[src/z80_alu_pkg.sv]
`default_nettype none

package z80_alu_pkg;

	// one data byte
	typedef logic [7:0] byte_t;

	// flag byte, S Z 0 H 0 PV N C from bit 7 down
	typedef logic [7:0] flags_t;

	// bit positions inside flags_t
	localparam int FLAG_C  = 0;
	localparam int FLAG_N  = 1;
	localparam int FLAG_PV = 2;
	localparam int FLAG_H  = 4;
	localparam int FLAG_Z  = 6;
	localparam int FLAG_S  = 7;

	// opcode encoding of sel, 14 is not named and decodes as nop
	typedef enum logic [3:0] {
		op_add = 4'd0,
		op_sub = 4'd1,
		op_sbc = 4'd2,
		op_adc = 4'd3,
		op_and = 4'd4,
		op_or  = 4'd5,
		op_xor = 4'd6,
		op_cp  = 4'd7,
		op_inc = 4'd8,
		op_dec = 4'd9,
		op_cpl = 4'd10,
		op_neg = 4'd11,
		op_ccf = 4'd12,
		op_scf = 4'd13,
		op_nop = 4'd15
	} alu_op_e;

endpackage

`default_nettype wire

[src/alu_arith.sv]
`default_nettype none

module alu_arith (
	input  var z80_alu_pkg::alu_op_e op,
	input  var z80_alu_pkg::byte_t   acc,
	input  var z80_alu_pkg::byte_t   data_bus,
	input  wire logic                carry_in,
	output z80_alu_pkg::byte_t       arith_result,
	output logic                     carry_out,
	output logic                     half_out,
	output logic                     ovf_out
);

	// adder operands and carry in
	z80_alu_pkg::byte_t x;
	z80_alu_pkg::byte_t y;
	logic cin;
	// set for ops whose carries are borrows
	logic sub_mode;
	logic [8:0] sum9;
	logic [4:0] nib5;

	//////////////////////////////////////////////////////////////////////
	// operand selection
	//////////////////////////////////////////////////////////////////////
	always_comb
	begin
		x        = acc;
		y        = data_bus;
		cin      = 1'b0;
		sub_mode = 1'b0;
		case (op)
			z80_alu_pkg::op_adc:
				cin = carry_in;
			// a + ~b + 1
			z80_alu_pkg::op_sub, z80_alu_pkg::op_cp:
			begin
				y        = ~data_bus;
				cin      = 1'b1;
				sub_mode = 1'b1;
			end
			// extra borrow taken off the carry in
			z80_alu_pkg::op_sbc:
			begin
				y        = ~data_bus;
				cin      = ~carry_in;
				sub_mode = 1'b1;
			end
			// inc and dec work on the bus operand
			z80_alu_pkg::op_inc:
			begin
				x   = data_bus;
				y   = 8'h00;
				cin = 1'b1;
			end
			z80_alu_pkg::op_dec:
			begin
				x        = data_bus;
				y        = 8'hff;
				sub_mode = 1'b1;
			end
			// 0 - a as 0 + ~a + 1
			z80_alu_pkg::op_neg:
			begin
				x        = 8'h00;
				y        = ~acc;
				cin      = 1'b1;
				sub_mode = 1'b1;
			end
			default:
				cin = 1'b0;
		endcase
	end

	// single 9 bit adder, nibble sum only for the half carry
	assign sum9 = {1'b0, x} + {1'b0, y} + {8'd0, cin};
	assign nib5 = {1'b0, x[3:0]} + {1'b0, y[3:0]} + {4'd0, cin};

	assign arith_result = sum9[7:0];
	// carry turns into borrow when subtracting
	assign carry_out = sum9[8] ^ sub_mode;
	assign half_out  = nib5[4] ^ sub_mode;
	// like signs in, other sign out
	assign ovf_out   = (x[7] == y[7]) && (sum9[7] != x[7]);

endmodule

`default_nettype wire

[src/alu_logic_mux.sv]
`default_nettype none

module alu_logic_mux (
	input  var z80_alu_pkg::alu_op_e op,
	input  var z80_alu_pkg::byte_t   acc,
	input  var z80_alu_pkg::byte_t   data_bus,
	input  var z80_alu_pkg::byte_t   arith_result,
	output z80_alu_pkg::byte_t       op_result,
	output logic                     parity_even
);

	z80_alu_pkg::byte_t logic_val;
	logic is_logic;

	//////////////////////////////////////////////////////////////////////
	// bitwise ops
	//////////////////////////////////////////////////////////////////////
	always_comb
	begin
		logic_val = '0;
		is_logic  = 1'b1;
		case (op)
			z80_alu_pkg::op_and:
				logic_val = acc & data_bus;
			z80_alu_pkg::op_or:
				logic_val = acc | data_bus;
			z80_alu_pkg::op_xor:
				logic_val = acc ^ data_bus;
			// complement of the accumulator
			z80_alu_pkg::op_cpl:
				logic_val = ~acc;
			default:
				is_logic = 1'b0;
		endcase
	end

	// adder output for everything else
	assign op_result = is_logic ? logic_val : arith_result;

	// xnor reduce, high for an even count of ones
	assign parity_even = ~^op_result;

endmodule

`default_nettype wire

[src/alu_flags.sv]
`default_nettype none

module alu_flags (
	input  wire logic                clk,
	input  wire logic                rst,
	input  var z80_alu_pkg::alu_op_e op,
	input  var z80_alu_pkg::byte_t   op_result,
	input  wire logic                parity_even,
	input  wire logic                carry_out,
	input  wire logic                half_out,
	input  wire logic                ovf_out,
	output z80_alu_pkg::flags_t      flags,
	output logic                     carry_in
);

	z80_alu_pkg::flags_t flags_nxt;
	logic res_zero;

	assign res_zero = (op_result == 8'h00);

	//////////////////////////////////////////////////////////////////////
	// per opcode flag merge
	//////////////////////////////////////////////////////////////////////
	always_comb
	begin
		// unlisted flags keep their value
		flags_nxt = flags;
		case (op)
			z80_alu_pkg::op_add, z80_alu_pkg::op_adc,
			z80_alu_pkg::op_sub, z80_alu_pkg::op_sbc,
			z80_alu_pkg::op_cp, z80_alu_pkg::op_neg:
			begin
				flags_nxt[z80_alu_pkg::FLAG_S]  = op_result[7];
				flags_nxt[z80_alu_pkg::FLAG_Z]  = res_zero;
				flags_nxt[z80_alu_pkg::FLAG_H]  = half_out;
				flags_nxt[z80_alu_pkg::FLAG_PV] = ovf_out;
				flags_nxt[z80_alu_pkg::FLAG_N]  = (op != z80_alu_pkg::op_add) &&
					(op != z80_alu_pkg::op_adc);
				flags_nxt[z80_alu_pkg::FLAG_C]  = carry_out;
			end
			// carry left alone
			z80_alu_pkg::op_inc, z80_alu_pkg::op_dec:
			begin
				flags_nxt[z80_alu_pkg::FLAG_S]  = op_result[7];
				flags_nxt[z80_alu_pkg::FLAG_Z]  = res_zero;
				flags_nxt[z80_alu_pkg::FLAG_H]  = half_out;
				flags_nxt[z80_alu_pkg::FLAG_PV] = ovf_out;
				flags_nxt[z80_alu_pkg::FLAG_N]  = (op == z80_alu_pkg::op_dec);
			end
			// pv carries parity here
			z80_alu_pkg::op_and, z80_alu_pkg::op_or, z80_alu_pkg::op_xor:
			begin
				flags_nxt[z80_alu_pkg::FLAG_S]  = op_result[7];
				flags_nxt[z80_alu_pkg::FLAG_Z]  = res_zero;
				flags_nxt[z80_alu_pkg::FLAG_H]  = (op == z80_alu_pkg::op_and);
				flags_nxt[z80_alu_pkg::FLAG_PV] = parity_even;
				flags_nxt[z80_alu_pkg::FLAG_N]  = 1'b0;
				flags_nxt[z80_alu_pkg::FLAG_C]  = 1'b0;
			end
			z80_alu_pkg::op_cpl:
			begin
				flags_nxt[z80_alu_pkg::FLAG_H] = 1'b1;
				flags_nxt[z80_alu_pkg::FLAG_N] = 1'b1;
			end
			// old carry moves into h
			z80_alu_pkg::op_ccf:
			begin
				flags_nxt[z80_alu_pkg::FLAG_H] = flags[z80_alu_pkg::FLAG_C];
				flags_nxt[z80_alu_pkg::FLAG_C] = ~flags[z80_alu_pkg::FLAG_C];
				flags_nxt[z80_alu_pkg::FLAG_N] = 1'b0;
			end
			z80_alu_pkg::op_scf:
			begin
				flags_nxt[z80_alu_pkg::FLAG_C] = 1'b1;
				flags_nxt[z80_alu_pkg::FLAG_H] = 1'b0;
				flags_nxt[z80_alu_pkg::FLAG_N] = 1'b0;
			end
			default:
				flags_nxt = flags;
		endcase
		// bits 3 and 5 tied low
		flags_nxt[3] = 1'b0;
		flags_nxt[5] = 1'b0;
	end

	always_ff @(posedge clk)
	begin
		if (rst)
			flags <= '0;
		else
			flags <= flags_nxt;
	end

	// stored carry back to the adder
	assign carry_in = flags[z80_alu_pkg::FLAG_C];

endmodule

`default_nettype wire

[src/alu_writeback.sv]
`default_nettype none

module alu_writeback #(
	parameter int NUM_REGS = 7
) (
	input  wire logic                        clk,
	input  wire logic                        rst,
	input  var z80_alu_pkg::alu_op_e         op,
	input  var z80_alu_pkg::byte_t           op_result,
	input  wire logic [NUM_REGS-1:0]         r_sel,
	output z80_alu_pkg::byte_t               result,
	output logic [NUM_REGS-1:0]              rf_ld,
	output logic                             f_ld,
	output logic [$clog2(NUM_REGS)-1:0]      rf_re
);

	localparam int IDX_W = $clog2(NUM_REGS);

	logic [NUM_REGS-1:0] ld_nxt;
	logic [IDX_W-1:0] re_nxt;
	logic [IDX_W-1:0] sel_idx;
	logic f_ld_nxt;

	// lowest set bit wins, scan from the top down
	always_comb
	begin
		sel_idx = '0;
		for (int i = NUM_REGS - 1; i >= 0; i--)
			if (r_sel[i])
				sel_idx = IDX_W'(i);
	end

	//////////////////////////////////////////////////////////////////////
	// load strobes by opcode
	//////////////////////////////////////////////////////////////////////
	always_comb
	begin
		ld_nxt   = '0;
		re_nxt   = '0;
		f_ld_nxt = 1'b1;
		case (op)
			// accumulator only
			z80_alu_pkg::op_add, z80_alu_pkg::op_adc,
			z80_alu_pkg::op_sub, z80_alu_pkg::op_sbc,
			z80_alu_pkg::op_and, z80_alu_pkg::op_or, z80_alu_pkg::op_xor,
			z80_alu_pkg::op_cpl, z80_alu_pkg::op_neg:
				ld_nxt[0] = 1'b1;
			// target register from r_sel
			z80_alu_pkg::op_inc, z80_alu_pkg::op_dec:
			begin
				ld_nxt = r_sel;
				re_nxt = sel_idx;
			end
			// flags only
			z80_alu_pkg::op_cp, z80_alu_pkg::op_ccf, z80_alu_pkg::op_scf:
				ld_nxt = '0;
			// nop and code 14
			default:
				f_ld_nxt = 1'b0;
		endcase
	end

	always_ff @(posedge clk)
	begin
		if (rst)
		begin
			result <= '0;
			rf_ld  <= '0;
			f_ld   <= 1'b0;
			rf_re  <= '0;
		end
		else
		begin
			// result holds unless a register loads
			if (|ld_nxt)
				result <= op_result;
			rf_ld <= ld_nxt;
			f_ld  <= f_ld_nxt;
			rf_re <= re_nxt;
		end
	end

endmodule

`default_nettype wire

[src/z80_alu.sv]
`default_nettype none

module z80_alu #(
	// general registers, register 0 is the accumulator
	parameter int NUM_REGS = 7
) (
	input  wire logic                        clk,
	input  wire logic                        rst,
	input  var z80_alu_pkg::alu_op_e         sel,
	input  var z80_alu_pkg::byte_t           acc,
	input  var z80_alu_pkg::byte_t           data_bus,
	input  wire logic [NUM_REGS-1:0]         r_sel,
	output z80_alu_pkg::byte_t               result,
	output z80_alu_pkg::flags_t              flags,
	output logic [NUM_REGS-1:0]              rf_ld,
	output logic                             f_ld,
	output logic [$clog2(NUM_REGS)-1:0]      rf_re
);

	// adder outputs
	z80_alu_pkg::byte_t arith_result;
	logic carry_out;
	logic half_out;
	logic ovf_out;
	// selected result and its parity
	z80_alu_pkg::byte_t op_result;
	logic parity_even;
	// stored carry fed back
	logic carry_in;

	//////////////////////////////////////////////////////////////////////
	// datapath, one register stage at the end
	//////////////////////////////////////////////////////////////////////
	alu_arith i_arith (
		.op           (sel),
		.acc          (acc),
		.data_bus     (data_bus),
		.carry_in     (carry_in),
		.arith_result (arith_result),
		.carry_out    (carry_out),
		.half_out     (half_out),
		.ovf_out      (ovf_out)
	);

	alu_logic_mux i_logic_mux (
		.op           (sel),
		.acc          (acc),
		.data_bus     (data_bus),
		.arith_result (arith_result),
		.op_result    (op_result),
		.parity_even  (parity_even)
	);

	alu_flags i_flags (
		.clk         (clk),
		.rst         (rst),
		.op          (sel),
		.op_result   (op_result),
		.parity_even (parity_even),
		.carry_out   (carry_out),
		.half_out    (half_out),
		.ovf_out     (ovf_out),
		.flags       (flags),
		.carry_in    (carry_in)
	);

	alu_writeback #(
		.NUM_REGS (NUM_REGS)
	) i_writeback (
		.clk       (clk),
		.rst       (rst),
		.op        (sel),
		.op_result (op_result),
		.r_sel     (r_sel),
		.result    (result),
		.rf_ld     (rf_ld),
		.f_ld      (f_ld),
		.rf_re     (rf_re)
	);

endmodule

`default_nettype wire

[config.mk]
export PLATFORM = sky130hd
export DESIGN_NAME = z80_alu
export DESIGN_NICKNAME = d
export VERILOG_FILES = /design/src/z80_alu_pkg.sv /design/src/alu_arith.sv /design/src/alu_logic_mux.sv /design/src/alu_flags.sv /design/src/alu_writeback.sv /design/src/z80_alu.sv
export SDC_FILE = /design/constraint.sdc
export NUM_CORES = 1
export LEC_CHECK = 0
export BUFFER_PORTS_ARGS = -buffer_cell sky130_fd_sc_hd__buf_4
export CAP_MARGIN = 20
export CELL_PAD_IN_SITES_DETAIL_PLACEMENT = 0
export CELL_PAD_IN_SITES_GLOBAL_PLACEMENT = 1
export CORE_MARGIN = 2
export CORE_UTILIZATION = 46
export CTS_BUF_LIST = sky130_fd_sc_hd__clkbuf_2 sky130_fd_sc_hd__clkbuf_4 sky130_fd_sc_hd__clkbuf_8
export DETAILED_ROUTE_END_ITERATION = 6
export GPL_TIMING_DRIVEN = 0
export PLACE_DENSITY_LB_ADDON = 0.3
export SETUP_SLACK_MARGIN = 0.4
export SLEW_MARGIN = 20
export SYNTH_ARGS = -nofsm -noshare
export SYNTH_HDL_FRONTEND = slang
export SYNTH_HIERARCHICAL = 1
export SYNTH_SLANG_ARGS = --single-unit
[constraint.sdc]
create_clock -name clk -period 7.25 [get_ports clk]
set_input_delay 0.725 -clock clk [delete_from_list [all_inputs] [get_ports clk]]
set_output_delay 0.725 -clock clk [all_outputs]
set_load 0.02 [all_outputs]
### Yosys cells after proc, flatten, opt, wreduce, memory -nomap -nowiden

Index checks and enable logic that the tools add are counted.

* add/sub/neg operators: 4
* reduce and logical (&&, ||, !) cells: 26
* bitwise logic cells: 9
* eq/ne operators: 16
* muxes and demuxes: 20

Operators by type and width (count)
* one-hot mux 8 bit (4 select lines): 2
* == test 4 bit, second input constant: 6
* == test 4 x 3 -> 1 bit, second input constant: 4
* inverter 8 bit: 2
* one-hot mux 8 bit (2 select lines): 1
* OR reduction 14 bit: 1
* nonzero test 4 bit: 3
* OR reduction 4 bit: 3
* OR reduction 6 bit: 2
* OR reduction 11 bit: 1
* OR reduction 5 bit: 2
* adder 8 x 8 -> 9 bit: 1
* adder 9 x 1 -> 9 bit: 1
* two-way mux 3 bit: 3
* OR reduction 3 bit: 3
* OR reduction 9 bit: 1
* AND 8 bit: 1
* == test 4 x 2 -> 1 bit, second input constant: 2
* zero test 8 bit: 1
* two-way mux 8 bit: 1
* bitwise OR 8 bit: 1
* one-hot mux 1 bit (4 select lines): 2
* OR reduction 8 bit: 1
* XNOR reduction 8 bit: 1
* other kinds (21): 29

* word-level logic and storage cells: 87
* output and inout bits: 27
* bits of input ports: 29
* register bits after elaboration: 27

### Depth between registers and ports, before layout

Gate-level depths: netlist of run 1.

* depth in word-level cells: 8
* gate-level depth with buffers: 20
* mapped depth without buffers: 18

### By module

The synthesis of run 1 kept the hierarchy.

By module, submodules not included
* alu_arith: times used 1, sequential area each 0.0 um^2, cells an instance 144, area an instance 965.9 um^2
* alu_writeback: times used 1, sequential area each 380.4 um^2, cells an instance 70, area an instance 803.3 um^2
* alu_logic_mux: times used 1, sequential area each 0.0 um^2, cells an instance 97, area an instance 738.2 um^2
* alu_flags: times used 1, sequential area each 120.1 um^2, cells an instance 48, area an instance 394.1 um^2

### Least setup slack after synthesis of run 1

OpenSTA, ideal clock, no wires.

* kind: input to register
* start point: in sel[0]
* end point: reg i_flags.flags[2]
* path buffers: 2
* stages: 19
* library setup time: 0.091 ns
* arrival time: 4.128 ns
* required time: 7.159 ns
* setup slack: 3.031 ns
* path through: buf_4 buf_4 nand2_1 nor3b_2 nand2_1 o221ai_1 fa_1 inv_1 fa_1 a21oi_1 o21ai_0 a21oi_1 xnor2_1 nor2_1 a221oi_2 xnor3_1 xnor3_1 nand3_1 a311oi_1

* word-level cells in the longest chain between the ends: 8
* elaborated cells on any way between the ends: 32
* classes of those cells: 2 x add/sub; 13 x eq/ne; 7 x mux; 10 x reduce/logical

RTL lines
* from (decl): line z80_alu.sv:9 `input var z80_alu_pkg::alu_op_e sel,`
* == test 4 x 1 -> 1 bit (tied with other cells): line alu_arith.sv:32 `case (op)`
* OR reduction 3 bit (no line) or OR reduction 2 bit (tied branches)
* one-hot mux 8 bit (4 select lines) or one-hot mux 8 bit (2 select lines) (tied branches): line alu_arith.sv:32
* adder 8 x 8 -> 9 bit: line alu_arith.sv:76 `assign sum9 = {1'b0, x} + {1'b0, y} + {8'd0, cin};`
* adder 9 x 1 -> 9 bit (*): line alu_arith.sv:76
* named net arith_result[6]: line z80_alu.sv:21 `z80_alu_pkg::byte_t arith_result;`
* two-way mux 8 bit (*): line alu_logic_mux.sv:38 `assign op_result = is_logic ? logic_val : arith_result;`
* named net op_result[6]: line z80_alu.sv:26 `z80_alu_pkg::byte_t op_result;`
* XNOR reduction 8 bit (*): line alu_logic_mux.sv:41 `assign parity_even = ~^op_result;`
* named net parity_even: line z80_alu.sv:27 `logic parity_even;`
* one-hot mux 1 bit (2 select lines) (*): line alu_flags.sv:28 `case (op)`
* to (signal assigned): line alu_flags.sv:91 `flags <= flags_nxt;`
* to (decl): line alu_flags.sv:12 `output z80_alu_pkg::flags_t flags,`

The timed path passes the listed nets; every way through them passes the cells marked *.
A chain may end at the register's enable or synchronous reset.

### Final worst setup path of run 1

* start point: in sel[2]
* end point: reg i_flags.flags[2]

The elaborated chain is that of the path after synthesis.

==> summary.md, run 1 <==
| Metric | Value |
|---|---|
| Slew margin rel. | 64.2% |
| Min Tclk post-route | 4.69 ns |
| Post-Synth Simple-Gate Area | 27.1% |
| Clk sink count | 25 |
| Placed Cells | 488 |
| Fin area | 3440 µm² |
| Fin worst setup slack | 2.56 ns |
| Max Clock Freq | 213 MHz |
| Top-area cell type share of the netlist area | 17.2% |
| Clock Skews | 0.0114 ns |
| ANT cells | 0 |
| MaxCap Viol Count | 0 |
| Avg Cell Area, Syn | 8.08 µm² |
| Clock network power share | 14.2% |
| Core area | 6030 µm² |
| Vias in the first global route | 2462 |
| Yosys cell types | 67 |
| Critical Path AT | 4.87 ns |
| Critical Path, Cell by Cell | buf_4, clkbuf_1, nor3b_2, nand2_1, o221ai_1, fa_1, inv_1, fa_1, a21oi_1, o21ai_0, a21oi_1, xnor2_1, nor2_1, a221oi_2, xnor3_1, xnor3_1, nand3_1, a311oi_1 |
| Drt wl/cell | 13.4 µm |
| Yosys reg bits | 25 |
| Psw | 212 µW |
| Fin Setup TNS | 0 ns |
| Leakage | 0.00157 µW |
| Total track usage | 19.2% |
| Top post-synthesis cells by area | dfxtp_1, ha_1, a211oi_1 |
| Cells after Synth | 359 |
| Hold Vio Cnt, Final | 0 |
| # nets final | 472 |
| Layout cells sized above 1 | 26.6% |
| GPL Wtd Cong | 0.903 |
| 1st-pass router iterations | 4 |
| Pin count of the biggest net entering global routing | 21 |
| Critical path buffers and inverters | 3 |
| Number of DRC markers in iteration 0 | 111 |
| Worst setup SP type | input port |
| Routed Antenna Nets | 0 |
| Register area | 500 µm² |
| Top delay family on crit path | compound AO/OA/AOI/OAI gates |
| Adder-Cell Fraction of Synth Area | 11.3% |
| Synthesis Warnings | 6 |
| Initial antenna violation count | 0 |
| H-tree Lvls | 1 |
| Die ar. | 6960 µm² |
| # IOs | 56 |
| Worst-Margin Slew | 0.534 ns |
| Outcome | finished clean |
| XOR/XNOR Fraction of Synth Area | 7.59% |
| Gate power share | 57.0% |
| Post-Layout Cell Count | 492 |
| Area grow syn2layout | 18.7% |
| Slowest cell delay on critical path | 0.55 ns |
| Root Driver | clkbuf_8 |
| Final worst-path cycle share | 64.6% |
| Max IR drop VDD | 0.000112 V |
| Hold Crit Class | reg -> reg |
| Crit Path Max Fanout | 20 |
| PortBufs | 53 |
| Vias post-DR | 2658 |
| Part of the power in registers | 28.8% |
| Cts repair resizes | 0 |
| Synth Area in Compound Gates | 25.7% |
| Filler cell count in the final layout | 589 |
| Power Density | 161 nW/µm² |
| Vias per inst | 5.40 |
| Most used DFF post-synth | dfxtp_1 |
| Initial core utilization | 48.2% |
| Most common cell after layout, fill and taps aside | buf_4 |
| Die width | 83.4 µm |
| Cell taking the most area after synthesis | dfxtp_1 |
| Total CTS buffers | 3 |
| DP HPWL | 5.41 mm |
| Ys async rst share | 0% |
| Grt total ovfl | 0 |
| CTS tree | yes |
| DRC | 0 |
| Pre-CTS setup slack | 2.28 ns |
| Post-synthesis mux area share | 3.45% |
| Hold_buf cts | 0 |
| Pint | 343 µW |
| Share of the yosys chip area belonging to registers | 17.2% |
| First-pass GRT wire length | 11.5 mm |
| Pins Over Slew Limit | 0 |
| Post-synth EDFFs | 0 |
| Unrepaired setup endpoints after global routing | false |
| Switching Fraction | 38.3% |
| Postcts setup bufs | 0 |
| Clk_lat worst skew | 0.26 ns |
| Row count | 28 |
| Synthesized area | 2900 µm² |
| Multi-input logic area | 2190 µm² |
| Final setup vio count | 0 |
| Crit path kind | in -> reg |
| CP Data Required Time | 7.43 ns |
| Most frequent cells in the layout | buf_4, nor2_1, nand2_1 |
| Die Y | 83.4 µm |
| Setup crit end kind | register |
| Main combinational cell family by area after synthesis | simple AND/OR/NAND/NOR gates |
| Dpl cell area | 3400 µm² |
| CP max stage cell | nor3b_2 |
| Reg clk slew, reported paths | 0.09 ns |
| Clk buf depth | 2 |
| DRT Wirelength | 6.60 mm |
==> final timing paths <==
path / to / startpoint / cells past startpoint / slack, ns
setup / recovery: i_flags/flags[2] / sel[2] / 18 / 2.56
hold / removal: i_writeback/result[2] / i_writeback/result[2] / 2 / 0.48
setup reg to reg: i_flags/flags[2] / i_flags/flags[0] / 17 / 3.44
hold reg to reg: i_writeback/result[2] / i_writeback/result[2] / 2 / 0.48
==> state kept, by name, indices dropped and copies added (netlist names) <==
register	count
i_writeback/result	8
i_writeback/rf_ld	7
i_flags/flags	6
i_writeback/rf_re	3
i_writeback/f_ld	1
==> logic make-up after synthesis <==
family / Yosys count
xor gates and xnor gates: 22
adders and majority gates: 25
muxes: 10
buffers and inverters: 42
and+or+nand+nor: 134
DFF: 25
other: 1
AOI/OAI and AO/OA: 100
==> worst register-to-register path, delay by kind of cell (launching register included) <==
| kind | cells | cell delay [ns] |
|---|---|---|
| AO/OA/AOI/OAI | 6 | 1.15 |
| XOR/XNOR | 4 | 1.04 |
| adder cells (fa/ha/maj) | 2 | 0.64 |
| buffers and inverters | 1 | 0.06 |
| flip-flops | 1 | 0.43 |
| AND/OR/NAND/NOR | 4 | 0.40 |
==> synthesized netlist by cell type, types with 2 or more instances <==
master,n
buf_6,2
and2_1,6
fa_1,2
nand2_1,30
or2b_2,9
nor2_1,34
a221oi_2,6
nor2b_1,10
a22o_1,6
nand3_1,2
or2b_1,2
nor4_1,3
buf_2,3
o21ai_0,23
o221a_2,2
nand2b_1,7
xnor3_1,2
clkbuf_1,2
a22oi_1,2
nor3_2,2
mux2i_1,10
nand2b_2,3
nor3_1,6
ha_1,23
a311oi_1,2
inv_1,23
nor3b_4,2
a211oi_1,24
xnor2_1,7
o21ai_1,2
a31oi_1,2
and2_2,2
buf_4,8
nor3b_1,4
a21oi_1,18
dfxtp_1,25
xor2_1,13
==> power groups by stage <==
stage	Sequential [µW]	Clock, µW	Combinational (µW)
after global placement	163	0	313
after floorplan	180	0	208
final	160	78.8	316
after detailed placement	163	0	318
after global routing	162	88.4	349
after CTS	160	83.1	319
==> metrics by stage <==
step | utilization (%) | power (µW) | hold WS [ns]
4_1_cts | 57.1 | 562 | 0.489
3_3_place_gp | 56.4 | 475 | 0.463
2_1_floorplan | - | 387 | 0.549
3_5_place_dp | 56.4 | 481 | 0.475
5_1_grt | 57.1 | 599 | 0.507
6_report | 57.1 | 555 | 0.482
==> cell type report <==
cell class,instances,share of cell area [%]
Multi-Input combinational cell,293,63.6
Sequential cell,25,14.5
Timing Repair Buffer,53,11.6
Buffer,18,3.67
Tap cell,75,2.73
Inverter,24,2.62
Clock buffer,3,1.20
Clock inverter,1,0.145
==> metal layers <==
metal,global-route usage (%),vias to the layer above,part of all wire (%)
met5,0,-,0
met4,3.67,0,0.71
met3,1.39,4,4.3
met2,33.4,63,48
met1,26.3,1208,47
li1,-,1383,-
Note: power is estimated with default switching activity, not from simulation.
==> run 2: changes to the inputs <==
--- a/config.mk
+++ b/config.mk
@@ -10,7 +10,7 @@
 export CELL_PAD_IN_SITES_DETAIL_PLACEMENT = 0
 export CELL_PAD_IN_SITES_GLOBAL_PLACEMENT = 1
 export CORE_MARGIN = 2
-export CORE_UTILIZATION = 46
+export CORE_UTILIZATION = 39
 export CTS_BUF_LIST = sky130_fd_sc_hd__clkbuf_2 sky130_fd_sc_hd__clkbuf_4 sky130_fd_sc_hd__clkbuf_8
 export DETAILED_ROUTE_END_ITERATION = 6
 export GPL_TIMING_DRIVEN = 0
==> constraint.sdc (replaced) <==
create_clock -name clk -period 4.2 [get_ports clk]
set_input_delay 0.42 -clock clk [delete_from_list [all_inputs] [get_ports clk]]
set_output_delay 0.42 -clock clk [all_outputs]
set_load 0.02 [all_outputs]
==> run 2 against run 1 <==
  * Combinational power rose by 95%
  * Via count rose by 4.0%
  * Clock skew fell by 0.0059 ns
  * Critical path type unchanged
==> summary.md, run 2 (synthesis results as in run 1) <==
| Metric | Value |
|---|---|
| Outcome | finished clean |
| Reg clk slew, reported paths | 0.08 ns |
| Pins Over Slew Limit | 0 |
| Final setup vio count | 0 |
| MaxCap Viol Count | 0 |
| Max IR drop VDD | 0.000111 V |
| Area grow syn2layout | 30.8% |
| Util after Layout | 52.6% |
| Die Y | 90.3 µm |
| DP HPWL | 5.72 mm |
| DRC | 0 |
| GPL Wtd Cong | 0.850 |
| Row count | 31 |
| Max Clock Freq | 266 MHz |
| Min Tclk post-route | 3.76 ns |
| Multi-input logic area | 2270 µm² |
| Hold Vio Cnt, Final | 0 |
| PortBufs | 53 |
| ANT cells | 0 |
| Setup crit end kind | register |
| Core area | 7210 µm² |
| DRT Wirelength | 7.51 mm |
| Clock Skews | 0.00548 ns |
| Post-route total power | 1040 µW |
| Filler cell count in the final layout | 724 |
| Total track usage | 18.6% |
| Part of the power in registers | 26.7% |
| Final worst-path cycle share | 89.6% |
| Vias per inst | 5.19 |
| Clk_lat worst skew | 0.26 ns |
| First-pass GRT wire length | 12.8 mm |
| Clk buf depth | 2 |
| Clk sink count | 25 |
| Dpl cell area | 3450 µm² |
| Psw | 389 µW |
| Gate power share | 59.4% |
| Initial core utilization | 40.2% |
| CTS tree | yes |
| Leakage | 0.00172 µW |
| Post-Layout Cell Count | 533 |
| Routed Antenna Nets | 0 |
| Vias post-DR | 2765 |
| CP Data Required Time | 4.38 ns |
| Worst setup SP type | input port |
| Pint | 648 µW |
| Die ar. | 8150 µm² |
| Number of DRC markers in iteration 0 | 109 |
| Layout cells sized above 1 | 34.1% |
| Unrepaired setup endpoints after global routing | true |
| Power Density | 273 nW/µm² |
| Drt wl/cell | 14.1 µm |
| Worst-Margin Slew | 0.508 ns |
| Root Driver | clkbuf_8 |
| Clock network power share | 13.9% |
| Register area | 500 µm² |
| Crit path kind | in -> reg |
| Most common cell after layout, fill and taps aside | buf_4 |
| Critical Path AT | 3.94 ns |
| Fin area | 3800 µm² |
| Die width | 90.3 µm |
| Pin count of the biggest net entering global routing | 21 |
| # nets final | 489 |
| Grt total ovfl | 0 |
| 1st-pass router iterations | 4 |
| Vias in the first global route | 2613 |
| Switching Fraction | 37.5% |
| Largest register FFs | 8 |
| H-tree Lvls | 1 |
| Crit Path Max Fanout | 4 |
| Hold Crit Class | in -> reg |
| Slew margin rel. | 66.1% |
| Biggest register | i_writeback/result |
| Initial antenna violation count | 0 |
| # IOs | 56 |
| Most frequent cells in the layout | buf_4, nor2_1, nand2_1 |
| Total CTS buffers | 3 |
| Placed Cells | 512 |
| Largest regs | i_writeback/result: 8 flops, i_writeback/rf_ld: 7 flops, i_flags/flags: 6 flops |
## run 2: changes by cell type in the layout (fill, tap and decap cells not counted), sizes merged
| cell | previous run | this run |
|---|---|---|
| bufbuf | 0 | 1 |
| buf | 67 | 83 |
| clkbuf | 6 | 7 |
| clkinv | 1 | 0 |
## run 2: metrics by stage
step / hold WS [ns] / setup slack (ns) / setup TNS, ns
6_report: 0.360 / 0.438 / 0
2_1_floorplan: 0.489 / 0.403 / 0
3_5_place_dp: 0.466 / -0.440 / -0.440
4_1_cts: 0.349 / 0.394 / 0
5_1_grt: 0.349 / 0.234 / 0
3_3_place_gp: 0.462 / -0.343 / -0.343
## run 2: cell type report
type                            instances  area share, %
Clock buffer                            4           1.29
Timing Repair Buffer                   70           15.9
Buffer                                 18           4.28
Inverter                               24           2.37
Tap cell                               99           3.26
Multi-Input combinational cell        293           59.7
Sequential cell                        25           13.2
## run 2: critical path: stages
cell and delay, ns:
buf_16 0.11, or2b_1 0.24, o21ai_1 0.17, xnor2_1 0.19
nor2_1 0.10, nor2_2 0.13, fa_2 0.24, inv_2 0.04
fa_2 0.35, a21oi_2 0.17, nor2b_2 0.06, nor2_2 0.14
xnor2_1 0.09, o221a_2 0.31, xnor2_1 0.15, xnor3_1 0.41
xnor3_1 0.26, nand3_1 0.08, a311oi_1 0.26
## run 2: power by group through the flow
| stage | Combinational (µW) | Sequential [µW] | Clock, µW |
|---|---|---|---|
| after floorplan | 367 | 310 | 0 |
| after global placement | 555 | 282 | 0 |
| after detailed placement | 565 | 282 | 0 |
| after CTS | 600 | 277 | 151 |
| after global routing | 675 | 280 | 163 |
| final | 616 | 277 | 145 |
## run 2: path summary, 6_finish.rpt
kind | startpoint | endpoint | slack (ns) | cells after the start
max | sel[3] | i_flags/flags[2] | 0.44 | 19
min | r_sel[1] | i_writeback/rf_re[1] | 0.36 | 2
max reg2reg | i_flags/flags[0] | i_flags/flags[2] | 0.51 | 17
min reg2reg | i_writeback/result[4] | i_writeback/result[4] | 0.48 | 2
## run 2: what timing repair did
| item | CTS | global route |
|---|---|---|
| gates cloned | 1 | 0 |
| buffers inserted | 12 | 4 |
| hold buffers | 0 | 0 |
| resized for setup | 38 | 6 |
| endpoints found under the setup margin | 1 | 1 |
| pin swaps | 21 | 23 |
## run 2: routing by layer
layer  share of wire [%]  track usage [%]
met1                  47             24.8
met2                  48             32.0
met3                 2.7             1.67
met4                 1.9             5.26
met5                   0                0
==> run 3: changes to the inputs <==
--- a/config.mk
+++ b/config.mk
@@ -7,10 +7,8 @@
 export LEC_CHECK = 0
 export BUFFER_PORTS_ARGS = -buffer_cell sky130_fd_sc_hd__buf_4
 export CAP_MARGIN = 20
-export CELL_PAD_IN_SITES_DETAIL_PLACEMENT = 0
-export CELL_PAD_IN_SITES_GLOBAL_PLACEMENT = 1
 export CORE_MARGIN = 2
-export CORE_UTILIZATION = 39
+export CORE_UTILIZATION = 52
 export CTS_BUF_LIST = sky130_fd_sc_hd__clkbuf_2 sky130_fd_sc_hd__clkbuf_4 sky130_fd_sc_hd__clkbuf_8
 export DETAILED_ROUTE_END_ITERATION = 6
 export GPL_TIMING_DRIVEN = 0
==> run 3 against run 2 <==
  * Non-clock buffer count grew 8
  * Utilization grew 19 points
  * Cell count shrank 3.6%
  * First-iteration DRC count shrank 39%
  * Routed wire length shrank 1.0%
  * Critical path type unchanged
  * Critical endpoint unchanged
==> summary.md, run 3 (synthesis results as in run 1) <==
| Metric | Value |
|---|---|
| Outcome | finished clean |
| Max Clock Freq | 267 MHz |
| Root Driver | clkbuf_8 |
| Die Y | 78.7 µm |
| Die width | 78.7 µm |
| Crit Path Max Fanout | 20 |
| Layout cells sized above 1 | 37.3% |
| H-tree Lvls | 1 |
| 1st-pass router iterations | 4 |
| Row count | 27 |
| Drt wl/cell | 14.5 µm |
| Filler cell count in the final layout | 406 |
| Clk_lat worst skew | 0.27 ns |
| Area grow syn2layout | 34.2% |
| DRT Wirelength | 7.43 mm |
| Hold Vio Cnt, Final | 0 |
| Top delay family on crit path | XOR/XNOR gates |
| Number of DRC markers in iteration 0 | 67 |
| Clk buf depth | 2 |
| Grt total ovfl | 0 |
| Largest regs | i_writeback/result: 8 flops, i_writeback/rf_ld: 7 flops, i_flags/flags: 6 flops |
| Fin Setup TNS | 0 ns |
| PortBufs | 53 |
| Final worst-path cycle share | 89.2% |
| Die ar. | 6190 µm² |
| Clk sink count | 25 |
| Most common cell after layout, fill and taps aside | buf_4 |
| Crit path kind | in -> reg |
| GPL Wtd Cong | 0.847 |
| ANT cells | 0 |
| Fin worst setup slack | 0.452 ns |
| Worst setup SP type | input port |
| DP HPWL | 5.39 mm |
| Critical path buffers and inverters | 4 |
| Max IR drop VDD | 0.000152 V |
| Hold Crit Class | in -> reg |
| First-pass GRT wire length | 12.1 mm |
| CTS tree | yes |
| Initial antenna violation count | 0 |
| Total track usage | 23.4% |
| Vias post-DR | 2909 |
| Routed Antenna Nets | 0 |
| Util after Layout | 71.6% |
| Pre-CTS setup slack | -0.329 ns |
| Multi-input logic area | 2340 µm² |
| Hold_buf cts | 0 |
| Power Density | 278 nW/µm² |
| Pins Over Slew Limit | 0 |
| Most frequent cells in the layout | buf_4, nor2_1, nand2_1 |
| Largest register FFs | 8 |
| Leakage | 0.00178 µW |
| CP Data Required Time | 4.39 ns |
| Register area | 500 µm² |
| # IOs | 56 |
| Pin count of the biggest net entering global routing | 21 |
| Slowest cell delay on critical path | 0.40 ns |
| Final setup vio count | 0 |
| CP max stage cell | fa_2 |
| Vias in the first global route | 2634 |
| Critical Path AT | 3.94 ns |
| DRC | 0 |
| Core area | 5440 µm² |
| Reg clk slew, reported paths | 0.10 ns |
| Clock Skews | 0.0149 ns |
| Critical Path, Cell by Cell | buf_6, buf_4, nor3b_4, buf_4, nor2_2, fa_2, inv_2, fa_2, a21oi_2, nor2b_1, nor2_2, xnor2_1, o221a_2, xnor2_2, xnor3_1, xnor3_1, nand3_2, a311oi_2 |
| Min Tclk post-route | 3.75 ns |
| Biggest register | i_writeback/result |
| Unrepaired setup endpoints after global routing | true |
| # nets final | 497 |
| Initial core utilization | 53.3% |
| Setup crit end kind | register |
| MaxCap Viol Count | 0 |
| Vias per inst | 5.66 |
| Total CTS buffers | 3 |
[run 3: cell types whose count changed in the layout (fill, tap and decap cells not counted), moves of 2 or more]
cell	before	now
buf_4	71	79
clkbuf_4	3	0
xnor2_1	7	5
xnor2_2	0	2
[run 3: worst paths after layout]
| path | start | slack (ns) | depth (start not counted) | to |
|---|---|---|---|---|
| worst max register to register | i_flags/flags[0] | 0.56 | 17 | i_flags/flags[2] |
| worst max-delay path | sel[2] | 0.45 | 18 | i_flags/flags[2] |
| worst min register to register | i_writeback/result[5] | 0.48 | 2 | i_writeback/result[5] |
| worst min-delay path | r_sel[1] | 0.34 | 2 | i_writeback/rf_re[1] |
[run 3: per-layer routing]
metal / vias to the layer above / wire length (µm) / GRT usage [%]
met3: 16 / 282 / 2.50
met1: 1393 / 3160 / 28.3
li1: 1429 / - / -
met5: - / 0 / 0
met4: 0 / 151 / 8.42
met2: 71 / 3830 / 42.6
[run 3: repair_timing]
action / CTS / global route
endpoints found under the setup margin: 1 / 1
setup buffers: 13 / 11
gates cloned: 0 / 1
resized for setup: 31 / 27
pin swaps: 19 / 24
[run 3: layout make-up]
| cell class | instances | share of cell area (%) |
|---|---|---|
| well taps | 72 | 2.31 |
| clock inverters | 1 | 0.193 |
| clock buffers | 3 | 1.06 |
| repair buffers | 78 | 16.9 |
| multi-input cells | 293 | 60.2 |
| flip-flops and latches | 25 | 12.9 |
| inverters | 24 | 2.31 |
| plain buffers | 18 | 4.11 |
[run 3: per-stage QoR]
stage	std cells	cell area [µm²]	hold slack (ns)	total power, µW
floorplan	360	2930	0.489	677
global placement	485	3420	0.460	824
detailed placement	485	3420	0.472	839
CTS	502	3650	0.340	1010
global route	514	3890	0.335	1150
finish	514	3890	0.340	1080
[run 3: worst reg2reg max path, cell delays in order, from the launching register on]
cell and delay [ns]:
dfxtp_1 0.46, o21ai_2 0.08, xnor2_1 0.16, nor2_1 0.08
nor2_2 0.17, fa_2 0.25, inv_2 0.05, fa_2 0.35
a21oi_2 0.15, nor2b_1 0.08, nor2_2 0.15, xnor2_1 0.10
o221a_2 0.32, xnor2_2 0.13, xnor3_1 0.40, xnor3_1 0.26
nand3_2 0.09, a311oi_2 0.26
[run 3: power by group]
part	total, µW	internal [µW]	switching (µW)
registers	276	263	13.2
clock network	145	67.3	77.3
logic	660	332	328
